$ cat config.mk
export PLATFORM = sky130hd
export DESIGN_NAME = sample_fifo
export DESIGN_NICKNAME = d
export VERILOG_FILES = /design/src/design/aq_pkg.sv /design/src/design/sample_fifo.sv
export SDC_FILE = /design/constraint.sdc
export NUM_CORES = 1
export LEC_CHECK = 0
export ABC_AREA = 0
export BUFFER_PORTS_ARGS = -buffer_cell sky130_fd_sc_hd__buf_4
export CAP_MARGIN = 20
export CORE_UTILIZATION = 51
export CTS_CLUSTER_DIAMETER = 100
export DETAILED_ROUTE_END_ITERATION = 6
export HOLD_SLACK_MARGIN = 0.15
export PLACE_DENSITY = 0.67
export RECOVER_POWER = 50
export SYNTH_ARGS = -nofsm -noshare
export SYNTH_HDL_FRONTEND = slang
export SYNTH_SLANG_ARGS = --single-unit
$ cat constraint.sdc
create_clock -name write_clk -period 4.51 [get_ports write_clk]
set_clock_uncertainty 0.05 [all_clocks]
set_input_delay 0.902 -clock write_clk [delete_from_list [all_inputs] [get_ports write_clk]]
set_output_delay 0.902 -clock write_clk [all_outputs]
set_load 0.02 [all_outputs]
$ cat src/design/aq_pkg.sv
// acquisition buffer package
// word widths, buffer sizes, transmit thresholds and controller state encodings
`default_nettype none

package aq_pkg;

   localparam int SAMPLE_WIDTH   = 16;
   localparam int BB_ADDR_WIDTH  = 9;
   localparam int LEVEL_WIDTH    = 7;  // holds 0..64
   localparam int WORD_CNT_WIDTH = 5;

   typedef logic [SAMPLE_WIDTH-1:0]   sample_t;
   typedef logic [BB_ADDR_WIDTH-1:0]  bb_addr_t;
   typedef logic [LEVEL_WIDTH-1:0]    level_t;
   typedef logic [WORD_CNT_WIDTH-1:0] word_cnt_t;

   localparam int BLOCKSIZE      = 32;   // words per block move
   localparam int BB_DEPTH       = 512;
   localparam int FILL_THRESHOLD = BB_DEPTH - BLOCKSIZE;

   localparam int AQ_FIFO_DEPTH  = 64;
   localparam int TX_FIFO_DEPTH  = 32;

   // transmit refill hysteresis
   localparam int TX_HIGH_MARK   = 16;
   localparam int TX_LOW_MARK    = 5;

   typedef enum logic [1:0]
   {
      AQ_WAITING,
      AQ_WRITING,
      AQ_READING,
      AQ_FINISHED
   } aq_state_t;

   typedef enum logic [1:0]
   {
      TX_WAITING,
      TX_FILLING,
      TX_IDLE,
      TX_DONE
   } tx_state_t;

endpackage

`default_nettype wire

$ cat src/design/sample_fifo.sv
// sample FIFO
// circular buffer with registered read data and a fill level
`default_nettype none

module sample_fifo
#(
   parameter int DEPTH = 64
)
(
   input  logic            write_clk,
   input  logic            rst,
   input  logic            wr,
   input  aq_pkg::sample_t wr_data,
   input  logic            rd,
   output aq_pkg::sample_t rd_data,
   output aq_pkg::level_t  level,
   output logic            empty,
   output logic            full
);

   localparam int PTR_W = $clog2(DEPTH);

   aq_pkg::sample_t  mem [DEPTH];
   logic [PTR_W-1:0] wr_ptr;
   logic [PTR_W-1:0] rd_ptr;
   logic             wr_ok;
   logic             rd_ok;

   assign full  = level == aq_pkg::level_t'(DEPTH);
   assign empty = level == '0;

   // overflow and underflow attempts are simply dropped
   assign wr_ok = wr && !full;
   assign rd_ok = rd && !empty;

   always_ff @(posedge write_clk or posedge rst)
   begin
      if (rst)
      begin
         wr_ptr <= '0;
         rd_ptr <= '0;
         level  <= '0;
      end
      else
      begin
         if (wr_ok)
            wr_ptr <= wr_ptr + 1'b1;  // wraps at DEPTH
         if (rd_ok)
            rd_ptr <= rd_ptr + 1'b1;
         case ({wr_ok, rd_ok})
            2'b10:   level <= level + aq_pkg::level_t'(1);
            2'b01:   level <= level - aq_pkg::level_t'(1);
            default: level <= level;
         endcase
      end
   end

   always_ff @(posedge write_clk)
   begin
      if (wr_ok)
         mem[wr_ptr] <= wr_data;
   end

   // read word shows up the cycle after rd
   always_ff @(posedge write_clk)
   begin
      if (rd_ok)
         rd_data <= mem[rd_ptr];
   end

endmodule

`default_nettype wire

# Yosys cells after proc, flatten, opt, wreduce, memory -nomap -nowiden
# Memory sizes are Yosys's and may differ from the RTL's. A register that Yosys moved wholly into a read port is not among the register bits.
# Cells that the tools add are included.
# totals
mem_count	1
mem_bits_rw	1024
output_inout_bits	25
elab_cells	20
input_bits	20
register_bits	19
# mem_list
memory	depth	word_bits	read_ports	rd_clocked_by_memory_dff	wr	line	rtl
mem	64	16	1	1	1	sample_fifo.sv:23	aq_pkg::sample_t mem [DEPTH];
# op_classes
n_eq_ne	3
n_mux	3
n_addsub	4
reduce_logical	6
# op_table
cell	n
$pmux W7 S2	1
$add A6 B1 Y6 const B	2
$add A7 B1 Y7 const B	1
$eq A7 B7 Y1 const B	1
$logic_not A7 Y1	1
$sub A7 B1 Y7 const B	1
$eq A2 B1 Y1 const B	1
$eq A2 B2 Y1 const B	1
$logic_and A1 B1 Y1	2
$logic_not A1 Y1	2
$mux W1	2
$reduce_bool A2 Y1	1

# Logic depth before layout (Yosys ltp)
# depth
depth_word	5
depth_mapped	12
mapped_depth_nobuf	11

# Worst setup path before layout
# OpenSTA, ideal clock, no wires.
# synth_timing
path_kind	register to register
from	register level[2]
to	register level[6]
path_buffers	1
setup_ns	0.080
required_time_ns	4.380
path_stages_with_launch	12
t_arrival_ns	3.281
setup_slack_ns	1.099
period_less_slack_ns	3.411
cell_sequence	dfrtp_1 > or4_4 > or2_4 > o21a_1 > buf_6 > ha_1 > ha_1 > nor2b_1 > o31a_1 > or4_1 > nand3_1 > xnor2_1
# synth_between
elab_chain_len	5
word_cells_on_any_way	12
classes_between	add/sub: 2; eq/ne: 3; mux: 1; reduce/logical: 6
# synth_lines
item	line	rtl
from (decl)	sample_fifo.sv:16	output aq_pkg::level_t level,
from (signal assigned)	sample_fifo.sv:51	2'b10: level <= level + aq_pkg::level_t'(1);
from (signal assigned)	sample_fifo.sv:52	2'b01: level <= level - aq_pkg::level_t'(1);
from (signal assigned)	sample_fifo.sv:53	default: level <= level;
$logic_not A7 Y1 (*)	sample_fifo.sv:30	assign empty = level == '0;
$logic_not A1 Y1 (*)	sample_fifo.sv:34	assign rd_ok = rd && !empty;
$logic_and A1 B1 Y1 (*)	sample_fifo.sv:34	
net rd_ok	sample_fifo.sv:27	logic rd_ok;
$eq A2 B1 Y1 / $eq A2 B2 Y1 (equally long branches)	sample_fifo.sv:50	case ({wr_ok, rd_ok})
$pmux W7 S2 / $reduce_bool A2 Y1 (equally long branches)	--	
# The timed path passes the listed nets; every way through them passes the cells marked *.
# A chain may end at the register's enable or synchronous reset.

# Worst setup path in the final report
# layout_timing
from	register level[5]
to	register level[6]
# layout_between
elab_chain_len	5
word_cells_on_any_way	12
classes_between	add/sub: 2; eq/ne: 3; mux: 1; reduce/logical: 6
# layout_lines
item
branches (longest 5 deep; another with $sub A7 B1 Y7)
# Several ways; the timed one is not identified.

==> flow_summary.yaml <==
worst_setup_path:
  crit_path_end_kind: "flip-flop"
  cp_max_fo: 23
  path_buf_inv: 1
  cp_top_family: "simple AND/OR/NAND/NOR gates"
  cp_slowest_cell: "or4_1"
  crit_type: "flip-flop to flip-flop"
  path_cells: "or4_1, or2_0, o21a_1, buf_4, ha_1, ha_1, nor2b_1, o31a_1, or4_1, nand3_1, xnor2_1"
  arrival_ns: 4.29
  worst_setup_path_start_kind: "flip-flop"
  required_ns: 5.02
  crit_path_max_incr_delay_ns: 0.59
run_status:
  status: "complete, but fails checks"
  violations: "capacitance limit, slew limit"
sta:
  setup-tns-final_ns: 0
  rsz0062_at_grt: "no"
  slew-limit-headroom_pct: -134.1
  slew_violations: 1040
  post-route-period-util_pct: 83.95
  period_minus_slack_ns: 3.786
  max_freq_mhz: 264.1
  finalSetupViolations: 0
  hold_viol: 0
  tightest_slew_ns: 3.512
placement:
  hpwl_um: 54510
  gp_congestion: 0.8591
  port_buffers: 44
clock_tree:
  clk_pin_slew_worst_paths_ns: 0.06
  cts-htree-levels: 3
  cts_resized: 0
  cts_tree: "done"
  cts_buffer_depth: 3
  cts_buffers: 107
  clock_sinks: 1059
  hold_buffers: 0
  clock_latency_ns: 0.66
  root_buffer: "clkbuf_16"
  postCtsSetupBuffers: 0
global_routing:
  overflow: 0
  grt_start_max_net_pins: 113
  grtUsageTotal_pct: 24.05
  antenna_found_initial: 3
  grt_pass1_vias: 20010
  grt_pass1_wl_um: 139400
die:
  num_io_pins: 45
  num_rows: 103
  start_util_pct: 51.52
  core_um2: 78870
  dieArea_um2: 80800
  die_w_um: 284.3
  fp.dieH_um: 284.3
pwr:
  power.density_nw_per_um2: 600.2
  p_leak_nw: 14.64
  vdd_drop_max_uv: 505.0
synthesis:
  yosys_warnings: 0
  synth_compound_area_share_pct: 3.689
  ys_async_sr_fraction_pct: 1.794
  netlist.area_leader.share_pct: 76.86
  synth_enable_flop_cells: 1040
  seq_area_frac_synth_pct: 78.03
  synth_cell_types: 45
  synth_area_leaders: "edfxtp_1 (77%), mux4_2 (11%), mux2i_1 (3.2%)"
  synth-simple-area-share_pct: 2.347
  synthTopCellsByCount: "edfxtp_1 (1040), mux4_2 (192), mux2i_1 (129), nand2_1 (78), nor2_1 (75)"
  synth-main-ff-cell: "edfxtp_1"
  postSynthCellCount: 1936
  synth_mux_area_share_pct: 13.89
  synthAdderAreaFrac_pct: 0.2956
  synth_xor_area_share_pct: 0.2802
  yosysMostFrequentCell: "edfxtp_1"
  ys_seq_elements: 1059
  yosysTopAreaCell: "edfxtp_1"
  syn_nets: 1965
  synth_top_family_by_area: "multiplexers"
  syn_area_per_cell_um2: 20.99
  syn_area_um2: 40630
drt:
  vias: 20140
  firstDrtPassIters: 7
  drtAntennaViolNets: 0
  drcViolationCount: 0
  highest_layer: "met5"
  drt-met1-wl_um: 40060
  dr_wl_met2_um: 45420
  routedWlPerCell_um: 29.78
  met3WireLength_um: 8265
  via_per_inst: 6.275
  dr.first_iter.drc_count: 2413
  wl_um: 95600
layout:
  drive_above_1_share_pct: 21.53
  area_growth_pct: 12.53
  final_util_pct: 57.97
  n_antenna_cell: 0
  layout.nets: 2103
min_path:
  hold_class: "input pin to asynchronous set/reset pin"
run:
  drv_cap: 16
==> sequential cells by signal, indices dropped and copies added, names as in the netlist <==
name and flops:
mem 1024, rd_data 16, level 7, rd_ptr 6, wr_ptr 6
==> path summary, 6_finish.rpt <==
path | start | to | slack [ns] | cells after the start
max | level[5] | level[6] | 0.72 | 11
min in group write_clk | wr_ptr[2] | wr_ptr[2] | 0.46 | 1
min reg2reg | wr_ptr[2] | wr_ptr[2] | 0.46 | 1
max in group asynchronous | rst | rd_ptr[0] | 3.33 | 2
min | rst | rd_ptr[1] | 0.40 | 2
max reg2reg | level[5] | level[6] | 0.72 | 11
==> area by class of cell <==
class / instances / area [µm²]
clock buffers: 139 / 2861
clock inverters: 56 / 440.4
fillers: 5693 / 33150
inverters: 6 / 22.52
multi-input cells: 761 / 8325
flip-flops and latches: 1059 / 31710
well taps: 1050 / 1314
repair buffers: 139 / 1046
==> logic make-up after synthesis <==
| family | Yosys count |
|---|---|
| compound gates | 210 |
| xor+xnor | 13 |
| fa+ha+maj | 9 |
| buf+inv | 116 |
| flops | 1059 |
| mux | 323 |
| simple gates | 206 |
==> per-stage QoR <==
| step | cells | hold slack (ns) | area [µm²] | total power, W | worst slack, ns |
|---|---|---|---|---|---|
| finish | 3210 | 0.4020 | 45720 | 0.02744 | 0.7240 |
| floorplan | 1936 | 0.4136 | 40630 | 0.01679 | 1.099 |
| global placement | 3014 | 0.4442 | 42490 | 0.01917 | 0.9026 |
| global route | 3210 | 0.4633 | 45720 | 0.02840 | 0.5151 |
| detailed placement | 3015 | 0.4469 | 42510 | 0.01928 | 0.8183 |
| CTS | 3210 | 0.3967 | 45810 | 0.02759 | 0.7930 |
==> where the power goes <==
group          switching [W]  leakage [nW]  internal, W  total, W
registers           0.000413          9.59       0.0114    0.0118
logic                0.00428          3.44      0.00296   0.00724
clock network        0.00354          1.61      0.00484   0.00838
==> layer usage <==
metal | GRT usage (%) | up-vias
li1 | - | 8356
met5 | 0 | -
met3 | 4.390 | 125
met2 | 37.31 | 939
met4 | 5.739 | 2
met1 | 35.77 | 10720
==> cells in the final DEF, fill, tap and decap left out, drive strengths merged, types with 9 or more instances in the layout <==
| cell type | Yosys | final |
|---|---|---|
| nor2 | 75 | 75 |
| edfxtp | 1040 | 1040 |
| buf | 54 | 120 |
| clkbuf | 56 | 158 |
| a211oi | 65 | 65 |
| mux4 | 192 | 192 |
| dfrtp | 19 | 19 |
| and4 | 16 | 16 |
| mux2i | 129 | 129 |
| a22oi | 64 | 64 |
| o22ai | 64 | 64 |
| nand2 | 78 | 78 |
| xnor2 | 9 | 9 |
| clkinv | 0 | 46 |
Note: power is estimated with default switching activity, not from simulation.
