$ cat config.mk
export PLATFORM = sky130hd
export DESIGN_NAME = tx_fifo_ctl
export DESIGN_NICKNAME = d
export VERILOG_FILES = /design/src/design/aq_pkg.sv /design/src/design/tx_fifo_ctl.sv
export SDC_FILE = /design/constraint.sdc
export NUM_CORES = 1
export LEC_CHECK = 0
export ABC_CLOCK_PERIOD_IN_PS = 2500
export BUFFER_PORTS_ARGS = -buffer_cell sky130_fd_sc_hd__buf_2
export CELL_PAD_IN_SITES_DETAIL_PLACEMENT = 2
export CELL_PAD_IN_SITES_GLOBAL_PLACEMENT = 2
export CORE_UTILIZATION = 29
export CTS_CLUSTER_SIZE = 8
export DETAILED_ROUTE_END_ITERATION = 12
export PLACE_DENSITY = 0.76
export SLEW_MARGIN = 5
export SYNTH_ARGS = -nofsm -noshare
export SYNTH_HDL_FRONTEND = slang
export SYNTH_SLANG_ARGS = --single-unit
$ cat constraint.sdc
create_clock -name write_clk -period 2.5 [get_ports write_clk]
set_clock_uncertainty 0.05 [all_clocks]
set_input_delay 0.25 -clock write_clk [delete_from_list [all_inputs] [get_ports write_clk]]
set_output_delay 0.25 -clock write_clk [all_outputs]
set_load 0.01 [all_outputs]
$ cat src/design/aq_pkg.sv
// acquisition buffer package
// word widths, buffer sizes, transmit thresholds and controller state encodings
`default_nettype none

package aq_pkg;

   localparam int SAMPLE_WIDTH   = 16;
   localparam int BB_ADDR_WIDTH  = 9;
   localparam int LEVEL_WIDTH    = 7;  // holds 0..64
   localparam int WORD_CNT_WIDTH = 5;

   typedef logic [SAMPLE_WIDTH-1:0]   sample_t;
   typedef logic [BB_ADDR_WIDTH-1:0]  bb_addr_t;
   typedef logic [LEVEL_WIDTH-1:0]    level_t;
   typedef logic [WORD_CNT_WIDTH-1:0] word_cnt_t;

   localparam int BLOCKSIZE      = 32;   // words per block move
   localparam int BB_DEPTH       = 512;
   localparam int FILL_THRESHOLD = BB_DEPTH - BLOCKSIZE;

   localparam int AQ_FIFO_DEPTH  = 64;
   localparam int TX_FIFO_DEPTH  = 32;

   // transmit refill hysteresis
   localparam int TX_HIGH_MARK   = 16;
   localparam int TX_LOW_MARK    = 5;

   typedef enum logic [1:0]
   {
      AQ_WAITING,
      AQ_WRITING,
      AQ_READING,
      AQ_FINISHED
   } aq_state_t;

   typedef enum logic [1:0]
   {
      TX_WAITING,
      TX_FILLING,
      TX_IDLE,
      TX_DONE
   } tx_state_t;

endpackage

`default_nettype wire

$ cat src/design/tx_fifo_ctl.sv
// transmit control
// streams the filled block buffer region into the transmit FIFO with hysteresis
`default_nettype none

module tx_fifo_ctl
(
   input  logic             write_clk,
   input  logic             rst,
   input  logic             bb_filled,
   input  aq_pkg::level_t   tx_level,
   output aq_pkg::bb_addr_t bb_rd_addr,
   output logic             tx_wr,
   output logic             tx_done
);

   aq_pkg::tx_state_t state;
   aq_pkg::bb_addr_t  rd_ptr;
   aq_pkg::level_t    projected;   // level once the in-flight write lands
   logic              all_issued;
   logic              at_high;
   logic              issue;

   assign projected  = tx_level + aq_pkg::level_t'(tx_wr);
   assign at_high    = projected >= aq_pkg::level_t'(aq_pkg::TX_HIGH_MARK);
   assign all_issued = rd_ptr == aq_pkg::bb_addr_t'(aq_pkg::FILL_THRESHOLD);

   // one buffer read per cycle while filling and below the high mark
   assign issue = (state == aq_pkg::TX_FILLING) && !all_issued && !at_high;

   assign bb_rd_addr = rd_ptr;
   assign tx_done    = state == aq_pkg::TX_DONE;

   always_ff @(posedge write_clk or posedge rst)
   begin
      if (rst)
      begin
         state  <= aq_pkg::TX_WAITING;
         rd_ptr <= '0;
         tx_wr  <= 1'b0;
      end
      else
      begin
         tx_wr <= issue;  // buffer data is valid a cycle after the address
         if (issue)
            rd_ptr <= rd_ptr + aq_pkg::bb_addr_t'(1);
         case (state)
            aq_pkg::TX_WAITING:
            begin
               if (bb_filled)
                  state <= aq_pkg::TX_FILLING;
            end
            aq_pkg::TX_FILLING:
            begin
               if (all_issued)
                  state <= aq_pkg::TX_DONE;  // last write lands on this edge
               else if (at_high)
                  state <= aq_pkg::TX_IDLE;
            end
            aq_pkg::TX_IDLE:
            begin
               if (tx_level < aq_pkg::level_t'(aq_pkg::TX_LOW_MARK))
                  state <= aq_pkg::TX_FILLING;
            end
            aq_pkg::TX_DONE:
               state <= aq_pkg::TX_DONE;
            default:
               state <= aq_pkg::TX_WAITING;
         endcase
      end
   end

endmodule

`default_nettype wire

# After elaboration in Yosys (flattened, before gate mapping)
# Index checks and enable logic that the tools add are counted.
[totals] regBits=12 memories=0 input_bits=10 romBits=0 latchBits=0 output_inout_bits=11 word_cells=25 ram_bits=0
[classes] n_eq_ne=7 addsub=2 bitwise_logic=0 div_mod_pow=0 order_cmp=2 mux=5 mul=0 n_shift=0 reduce_logical=6
[ops] op="$add A9 B1 Y9 const B" count=1
[ops] op="$eq A9 B9 Y1 const B" count=1
[ops] op="$mux W2" count=4
[ops] op="$pmux W2 S4" count=1
[ops] op="$add A7 B1 Y7" count=1
[ops] op="$ge A7 B5 Y1 const B" count=1
[ops] op="$lt A7 B3 Y1 const B" count=1
[ops] op="$eq A2 B2 Y1 const B" count=2
[ops] op="$ne A2 B2 Y1 const B" count=2
[ops] op="$ne A3 B3 Y1 const B" count=1
[ops] op="$reduce_and A3 Y1" count=1
[ops] op="$eq A2 B1 Y1 const B" count=1
[ops] op="$logic_and A1 B1 Y1" count=2
[ops] op="$logic_not A1 Y1" count=2
[ops] op="$logic_not A2 Y1" count=1

# Depth between registers and ports, before layout
[logic_depth] word_depth=5 depth_mapped=8 mapped_depth_nobuf=7

# Least setup slack after synthesis
# OpenSTA, ideal clock, no wires.
[synth_timing] path_kind="register -> register" from="reg rd_ptr[0] (netlist: bb_rd_addr[0])" to="reg rd_ptr[3] (netlist: bb_rd_addr[3])" required_time_ns=2.323 setup_ns=0.127 path_stages_with_launch=9 arrival_time_ns=1.885 slack_ns=0.438 period_less_slack_ns=2.062 path_buffers=1 path_cell_list="dfrtp_1 inv_1 ha_1 and4_1 a211o_1 nor4b_4 buf_6 nand4_1 xnor2_1"
[synth_via] elab_chain_cells=4 elab_cells_between_ends=5 classes_between="1 x add/sub; 1 x eq/ne; 3 x reduce/logical"
[synth_lines] item="start: declaration" line_no="tx_fifo_ctl.sv:17" rtl="aq_pkg::bb_addr_t rd_ptr;"
[synth_lines] item="start signal: assignment" line_no="tx_fifo_ctl.sv:45" rtl="rd_ptr <= rd_ptr + aq_pkg::bb_addr_t'(1);"
[synth_lines] item="$eq A9 B9 Y1" line_no="tx_fifo_ctl.sv:25" rtl="assign all_issued = rd_ptr == aq_pkg::bb_addr_t'(aq_pkg::FILL_THRESHOLD);"
[synth_lines] item="$logic_not A1 Y1" line_no="tx_fifo_ctl.sv:28" rtl="assign issue = (state == aq_pkg::TX_FILLING) && !all_issued && !at_high;"
[synth_lines] item="$logic_and A1 B1 Y1 (2 in series)" line_no="tx_fifo_ctl.sv:28"
[synth_lines] item="named net issue" line_no="tx_fifo_ctl.sv:21" rtl="logic issue;"
# The timed path passes the listed nets, and every way through them passes these cells.
# A chain may end at the register's enable or synchronous reset.

# Final worst setup path
[layout_timing] from="reg rd_ptr[1] (netlist: bb_rd_addr[1])" to="reg rd_ptr[3] (netlist: bb_rd_addr[3])"
[layout_via] elab_chain_cells=4 elab_cells_between_ends=5 classes_between="1 x add/sub; 1 x eq/ne; 3 x reduce/logical"
[layout_lines] item="branches (longest 4 deep; another with $add A9 B1 Y9)"
# Parallel ways; which one is timed is not known.

==> key figures <==
Critical path
  • Setup CP Type: reg2reg
  • Critical Path AT: 2.26 ns
  • Critical Path RT: 2.61 ns
  • Critical Path End Type: register
  • CP Launch Type: register
  • Critical path fanouts, max: 13

Clocking
  • Maximum clock path buffer count: 2
  • Cts hold-fix bufs: 1
  • Worst-path clk slew: 0.08 ns
  • Setup Buffers After CTS: 0
  • Post-CTS sizing: 0
  • Root buf cell: clkbuf_4
  • CTS sink cnt: 12
  • CTS H-Tree Depth: 1
  • TritonCTS clock tree: built
  • Clk Latency, worst-skew pair: 0.28 ns
  • CTS Buf Count: 3

Die
  • Die ar.: 2450 sq um
  • Core area: 2040 sq um
  • Site Rows: 16
  • Die height: 49.5 um
  • Initial Util: 32.1%
  • Die W: 49.5 um
  • # IOs: 21

Timing
  • RSZ-0062 raised after global routing: no
  • Setup slack after layout: 0.355 ns
  • Final Max Tran Viols: 0
  • Final hold vios: 0
  • Actual slew at the worst max-slew pin: 0.452 ns
  • F_max: 0.466 GHz
  • Final setup viols: 0
  • Period utilisation layout: 85.8%
  • Worst hold margin: 0.196 ns
  • Worst rel slew slack: 69.8%
  • Tmin final: 2.14 ns
  • Setup TNS: 0 ns

Flow run
  • # Max-Cap Violations: 0

Power and ir drop
  • IR drop worst, VDD: 0.377 mV
  • P_leak: 0.409 nW
  • Pwr Density: 613 nW/um^2

Worst hold path
  • HP Class: in2reg

Routing
  • Via density: 4.95
  • DRT Wirelength: 1540 um
  • DRC errors left: 0
  • DR vias: 559
  • Pre-antenna DRT Iters: 2
  • Drt wl/cell: 13.6 um
  • DRT iter0 DRCs: 4
  • Final ANT Viol Nets: 0

GRT
  • Initial antenna violation count: 0
  • Grt total ovfl: 0
  • Total track usage: 14.8%
  • First-pass GRT wire length: 2750 um
  • Vias in the first global route: 593
  • Largest net degree at the start of global routing: 14

Finish
  • Number of antenna diodes: 0
  • Layout cells sized above 1: 30.2%
  • Filler instances: 241
  • Fin nets: 101
  • Synthesis-to-finish area growth: 26.9%

Yosys
  • Synthesized area: 656 sq um
  • Post-synth EDFFs: 0
  • Count leader, synth: dfrtp_1
  • Synthesis-stage register bit count: 12
  • Cell taking the most area after synthesis: dfrtp_1
  • Seq/Total Area, Yosys: 45.8%
  • Post-synth top cells: dfrtp_1, xnor2_1, nand4_1
  • Gate Count Post-Synth: 61
  • Main area contributors after synthesis: dfrtp_1, xnor2_1, ha_1
  • Yosys cell types: 21
  • Syn_nets: 75
  • Post-synth ARST share: 100%
  • Ys flop type: dfrtp_1
  • Warnings from Yosys: 0
  • Avg Cell Area, Syn: 10.7 sq um
  • Top cell type's share of synthesized area: 45.8%

Placed design
  • Dpl hpwl: 1240 um
  • DP Worst Slack: 0.363 ns
  • PortBufs: 20
  • Gpl congestion: 0.716

Status
  • Status: completed
[cell type report]
type,count,area [sq um],area share [%]
timing repair buffer,22,118,14.1
clock buffer,4,36.3,4.36
multi-input combinational,44,329,39.5
sequential,12,300,36.1
tap,27,33.8,4.06
inverter,4,15.0,1.80
[cells by family after synthesis]
kind of cell	after synthesis	synth area share, %
AND/OR/NAND/NOR	23	22.9
flip-flops	12	45.8
XOR/XNOR	9	12.0
AO/OA/AOI/OAI	8	7.63
buffers and inverters	5	4.01
adder cells (fa/ha/maj)	4	7.63
[layout by cell type, fill, tap and decap left out, drive strengths merged, types with 3 or more instances in the layout]
cell type	Yosys	routed
nand4	6	6
and3	3	3
dfrtp	12	12
buf	1	21
o21ai	4	4
xnor2	9	9
clkbuf	0	4
ha	4	4
inv	4	4
nand2	4	4
[state kept, by name, summed over array words and instances (netlist names)]
| name | cells |
|---|---|
| bb_rd_addr | 9 |
| state | 2 |
| tx_wr | 1 |
[stage by stage]
step	std cells	instance area [sq um]	total power, W	util [%]
after floorplan	61	656	0.000306	-
after global placement	108	786	0.000355	38.5
after detailed placement	108	786	0.000359	38.5
after CTS	113	832	0.000521	40.7
after global routing	113	832	0.000547	40.7
final	113	832	0.000510	40.7
[where the power goes]
| group | internal (W) | switching (W) | leakage (nW) | total (W) |
|---|---|---|---|---|
| Clock | 0.0000886 | 0.0000655 | 0.0210 | 0.000154 |
| Sequential | 0.000215 | 0.0000274 | 0.151 | 0.000243 |
| Combinational | 0.0000491 | 0.0000639 | 0.237 | 0.000113 |
[metal layers]
layer	global-route usage, %	share of wire [%]	wire length [um]
met3	4.94	5.2	80
met1	18.5	46	715
met5	0	0	0
met2	23.9	48	741
met4	4.29	0.13	2
[critical path, cell delays in order, from the launching register on]
cell,delay (ns)
dfrtp_1,0.46
inv_1,0.09
ha_1,0.18
and4_1,0.20
a211o_1,0.30
nor4b_4,0.23
buf_4,0.23
nand4_1,0.15
xnor2_1,0.15
[path summary, 6_finish.rpt]
check,startpoint,endpoint,slack [ns],cells past startpoint
min,bb_filled,state[0],0.20,3
max in group asynchronous,rst,bb_rd_addr[2],1.62,3
max,bb_rd_addr[1],bb_rd_addr[3],0.36,8
min reg2reg,bb_rd_addr[8],bb_rd_addr[8],0.44,1
max reg2reg,bb_rd_addr[1],bb_rd_addr[3],0.36,8
min in group asynchronous,rst,bb_rd_addr[8],0.46,3
Note: power is estimated with default switching activity, not from simulation.
