==> src/design/aq_pkg.sv <==
// acquisition buffer package
// word widths, buffer sizes, transmit thresholds and controller state encodings
`default_nettype none

package aq_pkg;

   localparam int SAMPLE_WIDTH   = 16;
   localparam int BB_ADDR_WIDTH  = 9;
   localparam int LEVEL_WIDTH    = 7;  // holds 0..64
   localparam int WORD_CNT_WIDTH = 5;

   typedef logic [SAMPLE_WIDTH-1:0]   sample_t;
   typedef logic [BB_ADDR_WIDTH-1:0]  bb_addr_t;
   typedef logic [LEVEL_WIDTH-1:0]    level_t;
   typedef logic [WORD_CNT_WIDTH-1:0] word_cnt_t;

   localparam int BLOCKSIZE      = 32;   // words per block move
   localparam int BB_DEPTH       = 512;
   localparam int FILL_THRESHOLD = BB_DEPTH - BLOCKSIZE;

   localparam int AQ_FIFO_DEPTH  = 64;
   localparam int TX_FIFO_DEPTH  = 32;

   // transmit refill hysteresis
   localparam int TX_HIGH_MARK   = 16;
   localparam int TX_LOW_MARK    = 5;

   typedef enum logic [1:0]
   {
      AQ_WAITING,
      AQ_WRITING,
      AQ_READING,
      AQ_FINISHED
   } aq_state_t;

   typedef enum logic [1:0]
   {
      TX_WAITING,
      TX_FILLING,
      TX_IDLE,
      TX_DONE
   } tx_state_t;

endpackage

`default_nettype wire

==> src/design/block_word_counter.sv <==
// block word counter
// tracks the word index inside one block move and flags the last word
`default_nettype none

module block_word_counter
(
   input  logic write_clk,
   input  logic rst,
   input  logic clear,
   input  logic count,
   output logic last_word
);

   aq_pkg::word_cnt_t word_cnt;

   assign last_word = word_cnt == aq_pkg::word_cnt_t'(aq_pkg::BLOCKSIZE - 1);

   always_ff @(posedge write_clk or posedge rst)
   begin
      if (rst)
         word_cnt <= '0;
      else if (clear)
         word_cnt <= '0;
      else if (count)
      begin
         if (last_word)
            word_cnt <= '0;  // block complete
         else
            word_cnt <= word_cnt + aq_pkg::word_cnt_t'(1);
      end
   end

endmodule

`default_nettype wire

==> config.mk <==
export PLATFORM = sky130hd
export DESIGN_NAME = block_word_counter
export DESIGN_NICKNAME = d
export VERILOG_FILES = /design/src/design/aq_pkg.sv /design/src/design/block_word_counter.sv
export SDC_FILE = /design/constraint.sdc
export NUM_CORES = 1
export LEC_CHECK = 0
export ABC_AREA = 0
export CORE_AREA = 8 8 45 47
export CTS_BUF_LIST = sky130_fd_sc_hd__clkbuf_8
export DETAILED_ROUTE_END_ITERATION = 16
export DIE_AREA = 0 0 53 55
export DONT_BUFFER_PORTS = 1
export MAX_ROUTING_LAYER = met4
export SYNTH_ARGS = -nofsm -noshare
export SYNTH_HDL_FRONTEND = slang
export SYNTH_SLANG_ARGS = --single-unit
==> constraint.sdc <==
create_clock -name write_clk -period 2.7 [get_ports write_clk]
set_input_delay 0.27 -clock write_clk [delete_from_list [all_inputs] [get_ports write_clk]]
set_output_delay 0.27 -clock write_clk [all_outputs]
set_load 0.005 [all_outputs]
# Yosys cells after proc, flatten, opt, wreduce, memory -nomap -nowiden

Index checks and enable logic that the tools add are counted.

Register bits: 5
Bits of input ports: 4
Output and inout port bits: 1
Logic and storage cells: 7

Add/subtract/negate cells: 1
Equality and inequality tests: 1
Multiplexer cells: 3
Reduce and logical (&&, ||, !) cells: 1

Operators with widths:

| kind                                        | number |
|---|---|
| two-way mux 5 bit                           | 3 |
| adder 5 x 1 -> 5 bit, second input constant | 1 |
| == test 5 bit, second input constant        | 1 |
| nonzero test 2 bit                          | 1 |

# Logic depth before layout (Yosys ltp)

Gate-level depths: netlist of run 1.

Depth in word-level cells: 4
Gate-level depth with buffers: 6

# Worst setup path after synthesis of run 1

No wires, ideal clock.

Path type: register -> register
Start point: register word_cnt[0]
End point: register word_cnt[3]
Data arrival time: 1.612 ns
Data required time: 2.623 ns
Setup slack: 1.010 ns
Stages on the path, launching flop included: 6
Buffers on the path: 0
Period minus slack after synthesis: 1.690 ns
Cell sequence: dfrtp_1 > ha_1 > and3_1 > ha_1 > or4_1 > a21oi_1

Word-level cells in the longest chain between the ends: 4
Elaborated cells between the ends (all ways): 5

Ends and longest elaborated chain:

| element                | line                     | text |
|---|---|---|
| start, declared        | block_word_counter.sv:14 | `aq_pkg::word_cnt_t word_cnt;` |
| start signal, assigned | block_word_counter.sv:29 | `word_cnt <= word_cnt + aq_pkg::word_cnt_t'(1);` |
| == test 5 bit          | block_word_counter.sv:16 | `assign last_word = word_cnt == aq_pkg::word_cnt_t'(aq_pkg::BLOCKSIZE - 1);` |
| net last_word          | block_word_counter.sv:11 | `output logic last_word` |
| two-way mux 5 bit      | block_word_counter.sv:26 | `if (last_word)` |
| two-way mux 5 bit      | block_word_counter.sv:24 | `else if (count)` |
| two-way mux 5 bit      | block_word_counter.sv:22 | `else if (clear)` |

The timed path passes the listed nets, and every way through them passes these cells. The select of a mux whose other input is x is not followed.
A chain may end at the register's enable or synchronous reset.

# Final worst setup path of run 1

Ends and elaborated chain as after synthesis.

==> results.yml, run 1 <==
placement:
  portBuffers: 0
  gp_congestion: 0.739
  placed_area_sq_um: 282
synth:
  synth_ff_type: "dfrtp_1"
  synth_area_sq_um: 262
  ys_warn_count: 0
  async_reset_ff_frac: 1.00
  synth_cells: 26
  syn-mean-instance-area_sq_um: 10.1
  synth-edff-count: 0
  yosysSeqAreaShare: 0.478
  syn-num-nets: 32
  synthDistinctLibCells: 15
  ys_seq_elements: 5
critical_path:
  slowest_delay_ns: 0.51
  arrival_ns: 1.95
  critical_path.endpoint_type: "flip-flop"
  crit_path_max_fanout: 6
  start_kind: "flip-flop"
  rr_endpoint: "word_cnt[3]"
  critPathRequiredTime_ns: 2.84
  path_delay_family: "simple AND/OR/NAND/NOR gates"
  critical_path_buf_inv_count: 0
  crit_chain: "ha_1 -> and3_1 -> ha_1 -> or4_1 -> a21oi_1"
  cp_slowest_cell: "or4_1"
  r2r_cells: 5
  path_class: "reg -> reg"
  cpMostUsedCell: "ha_1"
  r2r_setup_slack_ns: 0.89
  r2r-start: "word_cnt[0]"
routing:
  firstDrtPassIters: 4
  vias: 209
  routed_wl_microns: 484
  drt_iter0_markers: 6
  ant_nets: 0
  viasPerCell: 4.45
  wl_per_cell_microns: 10.3
  drc: 0
clocking:
  cts_resized: 0
  numCtsBuffers: 3
  cts.sinks: 5
  root_buffer: "clkbuf_8"
  htree_levels: 1
  clk_pin_slew_ns: 0.03
  clk_latency_ns: 0.22
  cts_tree: "done"
  postCtsSetupBuffers: 0
  cts_buffer_depth: 2
cells_and_area:
  multi_input_area_sq_um: 129
  regMostFlops: "word_cnt"
  fillers: 156
  area_growth_pct: 28.7
  ff_latch_area_sq_um: 125
  drive_above_1_share: 0.129
  fin_nets: 38
  diodes: 0
  largest_reg_flops: 5
  fin_area_sq_um: 337
  top_regs: "word_cnt (5)"
  post-route-util: 0.243
timing:
  max_slew_margin: 0.871
  fmax_mhz: 552
  setup-violations-final: 0
  hold_violations: 0
  rsz0062_at_grt: "no"
  fin_crit_ns: 1.81
  fin_crit_sh: 0.671
  skew_ns: 0.000603
  finalSetupTns_ns: 0
  maxSlewViolCount: 0
  worstMarginPinSlew_ns: 0.194
  hold_slack_ns: 0.113
grt:
  grt_antenna_before_repair: 0
  grt_pass1_vias: 189
  grt_use_total: 0.0452
  use_met3: 0.0348
  grt_max_degree: 7
  grt_use_met1: 0.0337
  top_usage_layer: "met4"
  met2_usage: 0.0527
  grt-ovfl-total: 0
  grt_pass1_wl_microns: 759
pwr:
  power_leakage_nw: 0.170
  p_per_area_nw_per_um2: 656
  vdd_drop_max_uv: 116
  power.total_mw: 0.221
worst_hold_path:
  hold_depth: 1
  worst_hold_path.endpoint: "word_cnt[4]"
  hp-start: "clear"
  worstHoldPathType: "in -> reg"
floorplan:
  initial_core_util: 0.189
  design.core.area_sq_um: 1380
  die_area_sq_um: 2920
  std_cell_rows: 14
  ioPinCount: 5
  die_w_microns: 53
  die_y_microns: 55
status:
  status: "finished clean"
job:
  maxCapViolCount: 0
[per-layer routing]
layer	share of wire	up-vias
met4	0.060	0
li1	-	104
met1	0.40	93
met2	0.43	8
met5	0	-
met3	0.12	4
[through the flow]
stage	cells	setup slack, ns
after CTS	47	0.877
after detailed placement	42	0.889
after global placement	42	0.899
after global routing	47	0.794
after floorplan	26	1.01
final	47	0.889
[kinds of logic (layout without fill, tap and decap cells)]
family,count (synthesis),after routing,share of synthesized area
AOI/OAI and AO/OA,6,6,0.120
buffers and inverters,2,7,0.0287
adders and majority gates,2,2,0.0957
and+or+nand+nor,9,9,0.201
muxes,2,2,0.0766
DFF,5,5,0.478
[layout by cell type (no fill, tap or decap), drive strengths merged]
cell type,synthesis,layout
nor2,3,3
mux2i,2,2
or3,1,1
ha,2,2
a21oi,3,3
and3,1,1
nand3,1,1
a31oi,1,1
inv,2,3
or4,1,1
dfrtp,5,5
clkbuf,0,3
nand2,1,1
and4bb,1,1
dlygate4sd3,0,1
o21ai,2,2
[worst register-to-register path: stages (launching register included)]
cell and delay, ns:
dfrtp_1 0.41, ha_1 0.23, and3_1 0.19, ha_1 0.24
or4_1 0.51, a21oi_1 0.15
[worst max path at each step]
| stage | start | end | slack, ns | depth (start not counted) |
|---|---|---|---|---|
| after floorplan | word_cnt[0] | word_cnt[3] | 1.01 | 5 |
| after global placement | word_cnt[0] | word_cnt[3] | 0.90 | 5 |
| after detailed placement | word_cnt[0] | word_cnt[3] | 0.89 | 5 |
| after CTS | word_cnt[0] | word_cnt[3] | 0.88 | 5 |
| after global routing | word_cnt[0] | word_cnt[3] | 0.79 | 5 |
| final | word_cnt[0] | word_cnt[3] | 0.89 | 5 |
[where the power goes]
| group | total (mW) | switching [mW] | internal, mW |
|---|---|---|---|
| Combinational | 0.00906 | 0.00431 | 0.00475 |
| Sequential | 0.0803 | 0.00252 | 0.0777 |
| Clock | 0.131 | 0.0342 | 0.0972 |
| Total | 0.221 | 0.0410 | 0.180 |
[area by class of cell]
| cell class | instances | area share |
|---|---|---|
| Clock buffer | 3 | 0.123 |
| Clock inverter | 1 | 0.0112 |
| Inverter | 2 | 0.0223 |
| Multi-Input combinational cell | 19 | 0.383 |
| Sequential cell | 5 | 0.372 |
| Tap cell | 16 | 0.0595 |
| Timing Repair Buffer | 1 | 0.0297 |
[Yosys cell counts, types with 2 or more instances]
library cell | count | share of area
nor2_1 | 3 | 0.043
dfrtp_1 | 5 | 0.48
mux2i_1 | 2 | 0.077
o21ai_0 | 2 | 0.038
ha_1 | 2 | 0.096
a21oi_1 | 3 | 0.057
[timing repair]
item                       4_1_cts  5_1_grt
hold endpoints to repair         5        0
hold buffers                     1        0
setup endpoints to repair        0        0
Power figures use the tool's default switching activity.
==> run 2, diff against run 1 <==
==> constraint.sdc (replaced) <==
create_clock -name write_clk -period 1.8 [get_ports write_clk]
set_input_delay 0.18 -clock write_clk [delete_from_list [all_inputs] [get_ports write_clk]]
set_output_delay 0.18 -clock write_clk [all_outputs]
set_load 0.005 [all_outputs]
==> results.yml, run 2 (synthesis results as in run 1) <==
pwr:
  power_leakage_nw: 0.173
  vdd_drop_max_uv: 249
  power_frac_clock: 0.603
  p_per_area_nw_per_um2: 975
  p_sw_frac: 0.200
  power.net_switching_mw: 0.0676
  comb_power_share: 0.041
  share_seq_of_total_power: 0.356
  p_int_mw: 0.270
placement:
  portBuffers: 0
  hpwl_microns: 419
  dp.cells: 43
  placed_area_sq_um: 289
  gp_congestion: 0.709
  preCtsSetupSlack_ns: 0.0538
routing:
  viasPerCell: 4.40
  ant_nets: 0
  wl_per_cell_microns: 11.0
  firstDrtPassIters: 1
  vias: 211
  drc: 0
  routed_wl_microns: 527
  drt_iter0_markers: 0
clocking:
  postCtsSetupBuffers: 0
  numCtsBuffers: 3
  root_buffer: "clkbuf_8"
  cts_buffer_depth: 2
  cts.sinks: 5
  cts_tree: "done"
  clk_latency_ns: 0.22
  htree_levels: 1
  clk_pin_slew_ns: 0.03
timing:
  skew_ns: 0.000405
  rsz0062_at_grt: "no"
  fmax_mhz: 585
  timing.final.ws_setup_ns: 0.0918
  fin_crit_sh: 0.949
  maxSlewViolCount: 0
  worstMarginPinSlew_ns: 0.195
  hold_violations: 0
  max_slew_margin: 0.870
  fin_crit_ns: 1.71
  setup-violations-final: 0
  finalSetupTns_ns: 0
cells_and_area:
  area_growth_pct: 32.5
  fillers: 147
  diodes: 0
  fin_nets: 39
  layout_commonest_cell: "dfrtp_1"
  post-route-util: 0.250
  layout.cells.non_filler: 48
  final_cell_mix: "dfrtp_1 (5), a21oi_1 (3), nor2_1 (3), clkbuf_8 (3)"
  fin_area_sq_um: 347
  top_regs: "word_cnt (5)"
  largest_reg_flops: 5
  regMostFlops: "word_cnt"
  drive_above_1_share: 0.188
critical_path:
  start_kind: "flip-flop"
  crit_path_max_fanout: 5
  critical_path.endpoint_type: "flip-flop"
  arrival_ns: 1.85
  path_class: "reg -> reg"
  critPathRequiredTime_ns: 1.95
grt:
  grt_use_total: 0.0452
  grt_antenna_before_repair: 0
  grt_pass1_wl_microns: 834
  use_met3: 0.0321
  grt-ovfl-total: 0
  grt_max_degree: 6
  grt_pass1_vias: 214
  met2_usage: 0.0586
  top_usage_layer: "met2"
  grt_use_met1: 0.0398
status:
  status: "finished clean"
floorplan:
  die_w_microns: 53
  die_area_sq_um: 2920
  ioPinCount: 5
  die_y_microns: 55
  initial_core_util: 0.189
  std_cell_rows: 14
  design.core.area_sq_um: 1380
job:
  maxCapViolCount: 0
worst_hold_path:
  worstHoldPathType: "in -> reg"
-- run 2: changes by cell type in the layout (fill, tap and decap cells not counted) --
cell   before  now
buf_4       0    1
ha_1        2    1
ha_2        0    1
-- run 2: layout make-up --
cell class | instances | area, sq um | area share
clock inverter | 1 | 3.75 | 0.0108
sequential | 5 | 125 | 0.361
multi-input combinational | 19 | 131 | 0.379
clock buffer | 3 | 41.3 | 0.119
tap | 16 | 20.0 | 0.0578
inverter | 2 | 7.51 | 0.0217
timing repair buffer | 2 | 17.5 | 0.0505
-- run 2: through the flow --
stage | hold WS [ns] | total power, mW
global placement | -0.0145 | 0.134
floorplan | -0.0415 | 0.131
global route | 0.0121 | 0.355
finish | 0.0181 | 0.338
detailed placement | -0.0137 | 0.134
CTS | 0.0150 | 0.344
-- run 2: worst paths after layout --
check,slack (ns),from,depth (start not counted),end
max,0.09,word_cnt[0],5,word_cnt[3]
min,0.02,clear,1,word_cnt[0]
max reg2reg,0.09,word_cnt[0],5,word_cnt[3]
min reg2reg,0.52,word_cnt[4],2,word_cnt[4]
max in group asynchronous,1.33,rst,2,word_cnt[4]
min in group asynchronous,0.30,rst,2,word_cnt[3]
-- run 2: routing by layer --
layer	wire, microns	vias to the layer above	share of wire
li1	-	105	-
met1	225	99	0.43
met2	239	5	0.45
met3	46	2	0.087
met5	0	-	0
met4	16	0	0.030
-- run 2: repair_timing --
action                     4_1_cts  5_1_grt
hold buffers                     1        0
hold endpoints to repair         5        0
setup endpoints to repair        0        1
resized for setup                0        1
-- run 2: worst max-delay path: stages (launching register included) --
cell and delay [ns]:
dfrtp_1 0.40, ha_2 0.20, and3_1 0.18, ha_1 0.21
or4_1 0.50, a21oi_1 0.14
-- run 2: power by group through the flow --
| stage | clock [mW] | combinational, mW | sequential, mW |
|---|---|---|---|
| after global placement | 0 | 0.0123 | 0.122 |
| after CTS | 0.210 | 0.0141 | 0.120 |
| after detailed placement | 0 | 0.0123 | 0.122 |
| after floorplan | 0 | 0.0105 | 0.121 |
| after global routing | 0.217 | 0.0167 | 0.121 |
| final | 0.204 | 0.0139 | 0.120 |
==> run 3, diff against run 2 <==
==> constraint.sdc (replaced) <==
create_clock -name write_clk -period 1.4 [get_ports write_clk]
set_input_delay 0.14 -clock write_clk [delete_from_list [all_inputs] [get_ports write_clk]]
set_output_delay 0.14 -clock write_clk [all_outputs]
set_load 0.005 [all_outputs]
==> results.yml, run 3 (synthesis results as in run 1) <==
cells_and_area:
  fillers: 137
  final_cell_mix: "buf_4 (8), dfrtp_1 (5), nor2_1 (3), clkbuf_8 (3)"
  drive_above_1_share: 0.450
  post-route-util: 0.316
  largest_reg_flops: 5
  regMostFlops: "word_cnt"
  area_growth_pct: 67.5
  diodes: 0
  fin_nets: 47
  layout.cells.non_filler: 56
  layout_commonest_cell: "buf_4"
  top_regs: "word_cnt (5)"
floorplan:
  design.core.area_sq_um: 1380
  die_area_sq_um: 2920
  std_cell_rows: 14
  ioPinCount: 5
  initial_core_util: 0.189
  die_w_microns: 53
  die_y_microns: 55
timing:
  timing.final.ws_setup_ns: -0.110
  setup-violations-final: 3
  fin_crit_sh: 1.08
  skew_ns: 0.000854
  worstMarginPinSlew_ns: 0.217
  fin_crit_ns: 1.51
  maxSlewViolCount: 0
  fmax_mhz: 662
  max_slew_margin: 0.855
  hold_violations: 0
  rsz0062_at_grt: "yes"
critical_path:
  path_delay_family: "simple AND/OR/NAND/NOR gates"
  path_class: "reg -> reg"
  r2r-start: "word_cnt[1]"
  rr_endpoint: "word_cnt[3]"
  arrival_ns: 1.65
  critPathRequiredTime_ns: 1.54
  crit_chain: "ha_2 -> and3_4 -> ha_4 -> or4_4 -> a21oi_2"
  cp_slowest_cell: "or4_4"
  crit_cells: 5
  crit_path_max_fanout: 3
  critical_path_buf_inv_count: 0
  start_kind: "flip-flop"
  startpoint: "word_cnt[1]"
  critical_path.endpoint_type: "flip-flop"
  slowest_delay_ns: 0.41
  r2r_cells: 5
  r2r_setup_slack_ns: -0.11
clocking:
  cts.sinks: 5
  htree_levels: 1
  root_buffer: "clkbuf_8"
  cts_tree: "done"
  clk_pin_slew_ns: 0.03
  cts_buffer_depth: 2
  clk_latency_ns: 0.22
  numCtsBuffers: 3
placement:
  dp.cells: 47
  portBuffers: 0
  gp_congestion: 0.781
  hpwl_microns: 432
routing:
  ant_nets: 0
  drc: 0
  drt_iter0_markers: 3
  vias: 240
  routed_wl_microns: 612
  viasPerCell: 4.29
  firstDrtPassIters: 2
  wl_per_cell_microns: 10.9
worst_hold_path:
  worst_hold_path.endpoint: "word_cnt[4]"
  hold_depth: 2
  hp-start: "count"
  worstHoldPathType: "in -> reg"
grt:
  grt_antenna_before_repair: 0
  grt_pass1_vias: 247
  grt_pass1_wl_microns: 966
  grt_use_total: 0.0486
  grt_max_degree: 6
  grt-ovfl-total: 0
job:
  maxCapViolCount: 0
pwr:
  p_per_area_nw_per_um2: 1000
  vdd_drop_max_uv: 620
  power_leakage_nw: 0.212
  power.total_mw: 0.439
status:
  status: "complete, but fails checks"
  violations: "negative setup slack"
==> run 3: timing repair <==
action,4_1_cts,5_1_grt
buffers inserted,2,1
resized for setup,2,2
setup endpoints to repair,4,4
pin swaps,6,3
hold buffers,2,0
endpoints found under the hold margin,10,0
==> run 3: layer usage <==
metal	vias to the layer above	wire length, microns	global-route usage
met5	-	0	-
met3	2	8	0.00802
met2	3	312	0.0742
met1	113	283	0.0461
met4	0	8	0.0647
li1	122	-	-
==> run 3: layout make-up <==
class                           instances  area, sq um  share of cell area
Clock buffer                            3         41.3              0.0943
Inverter                                2         7.51              0.0171
Sequential cell                         5          125               0.286
Tap cell                               16         20.0              0.0457
Multi-Input combinational cell         19          160               0.366
Timing Repair Buffer                   10         80.1               0.183
Clock inverter                          1         3.75             0.00857
==> run 3: worst reg2reg max path, stage by stage, from the launching register on <==
cell	delay, ns
dfrtp_1	0.37
ha_2	0.19
and3_4	0.15
ha_4	0.16
or4_4	0.41
a21oi_2	0.15
==> run 3: worst max-delay path by stage <==
stage                             end
final                     word_cnt[3]
after floorplan           word_cnt[3]
after global routing      word_cnt[3]
after CTS                   last_word
after global placement    word_cnt[3]
after detailed placement  word_cnt[3]
==> run 3: power by group <==
group / leakage, nW / internal [mW] / switching [mW]
logic: 0.117 / 0.0193 / 0.0166
registers: 0.0685 / 0.150 / 0.00263
clock network: 0.0269 / 0.187 / 0.0638
total: 0.212 / 0.357 / 0.0829
==> run 3: stage by stage <==
step	hold WS (ns)	setup TNS (ns)	setup WS [ns]	cell area, sq um
after floorplan	-0.0815	-0.150	-0.150	282
after global placement	-0.0660	-0.420	-0.224	339
after detailed placement	-0.0645	-0.403	-0.229	339
after CTS	0.0993	-0.299	-0.109	427
after global routing	0.109	-0.445	-0.150	438
final	0.102	-0.257	-0.110	438
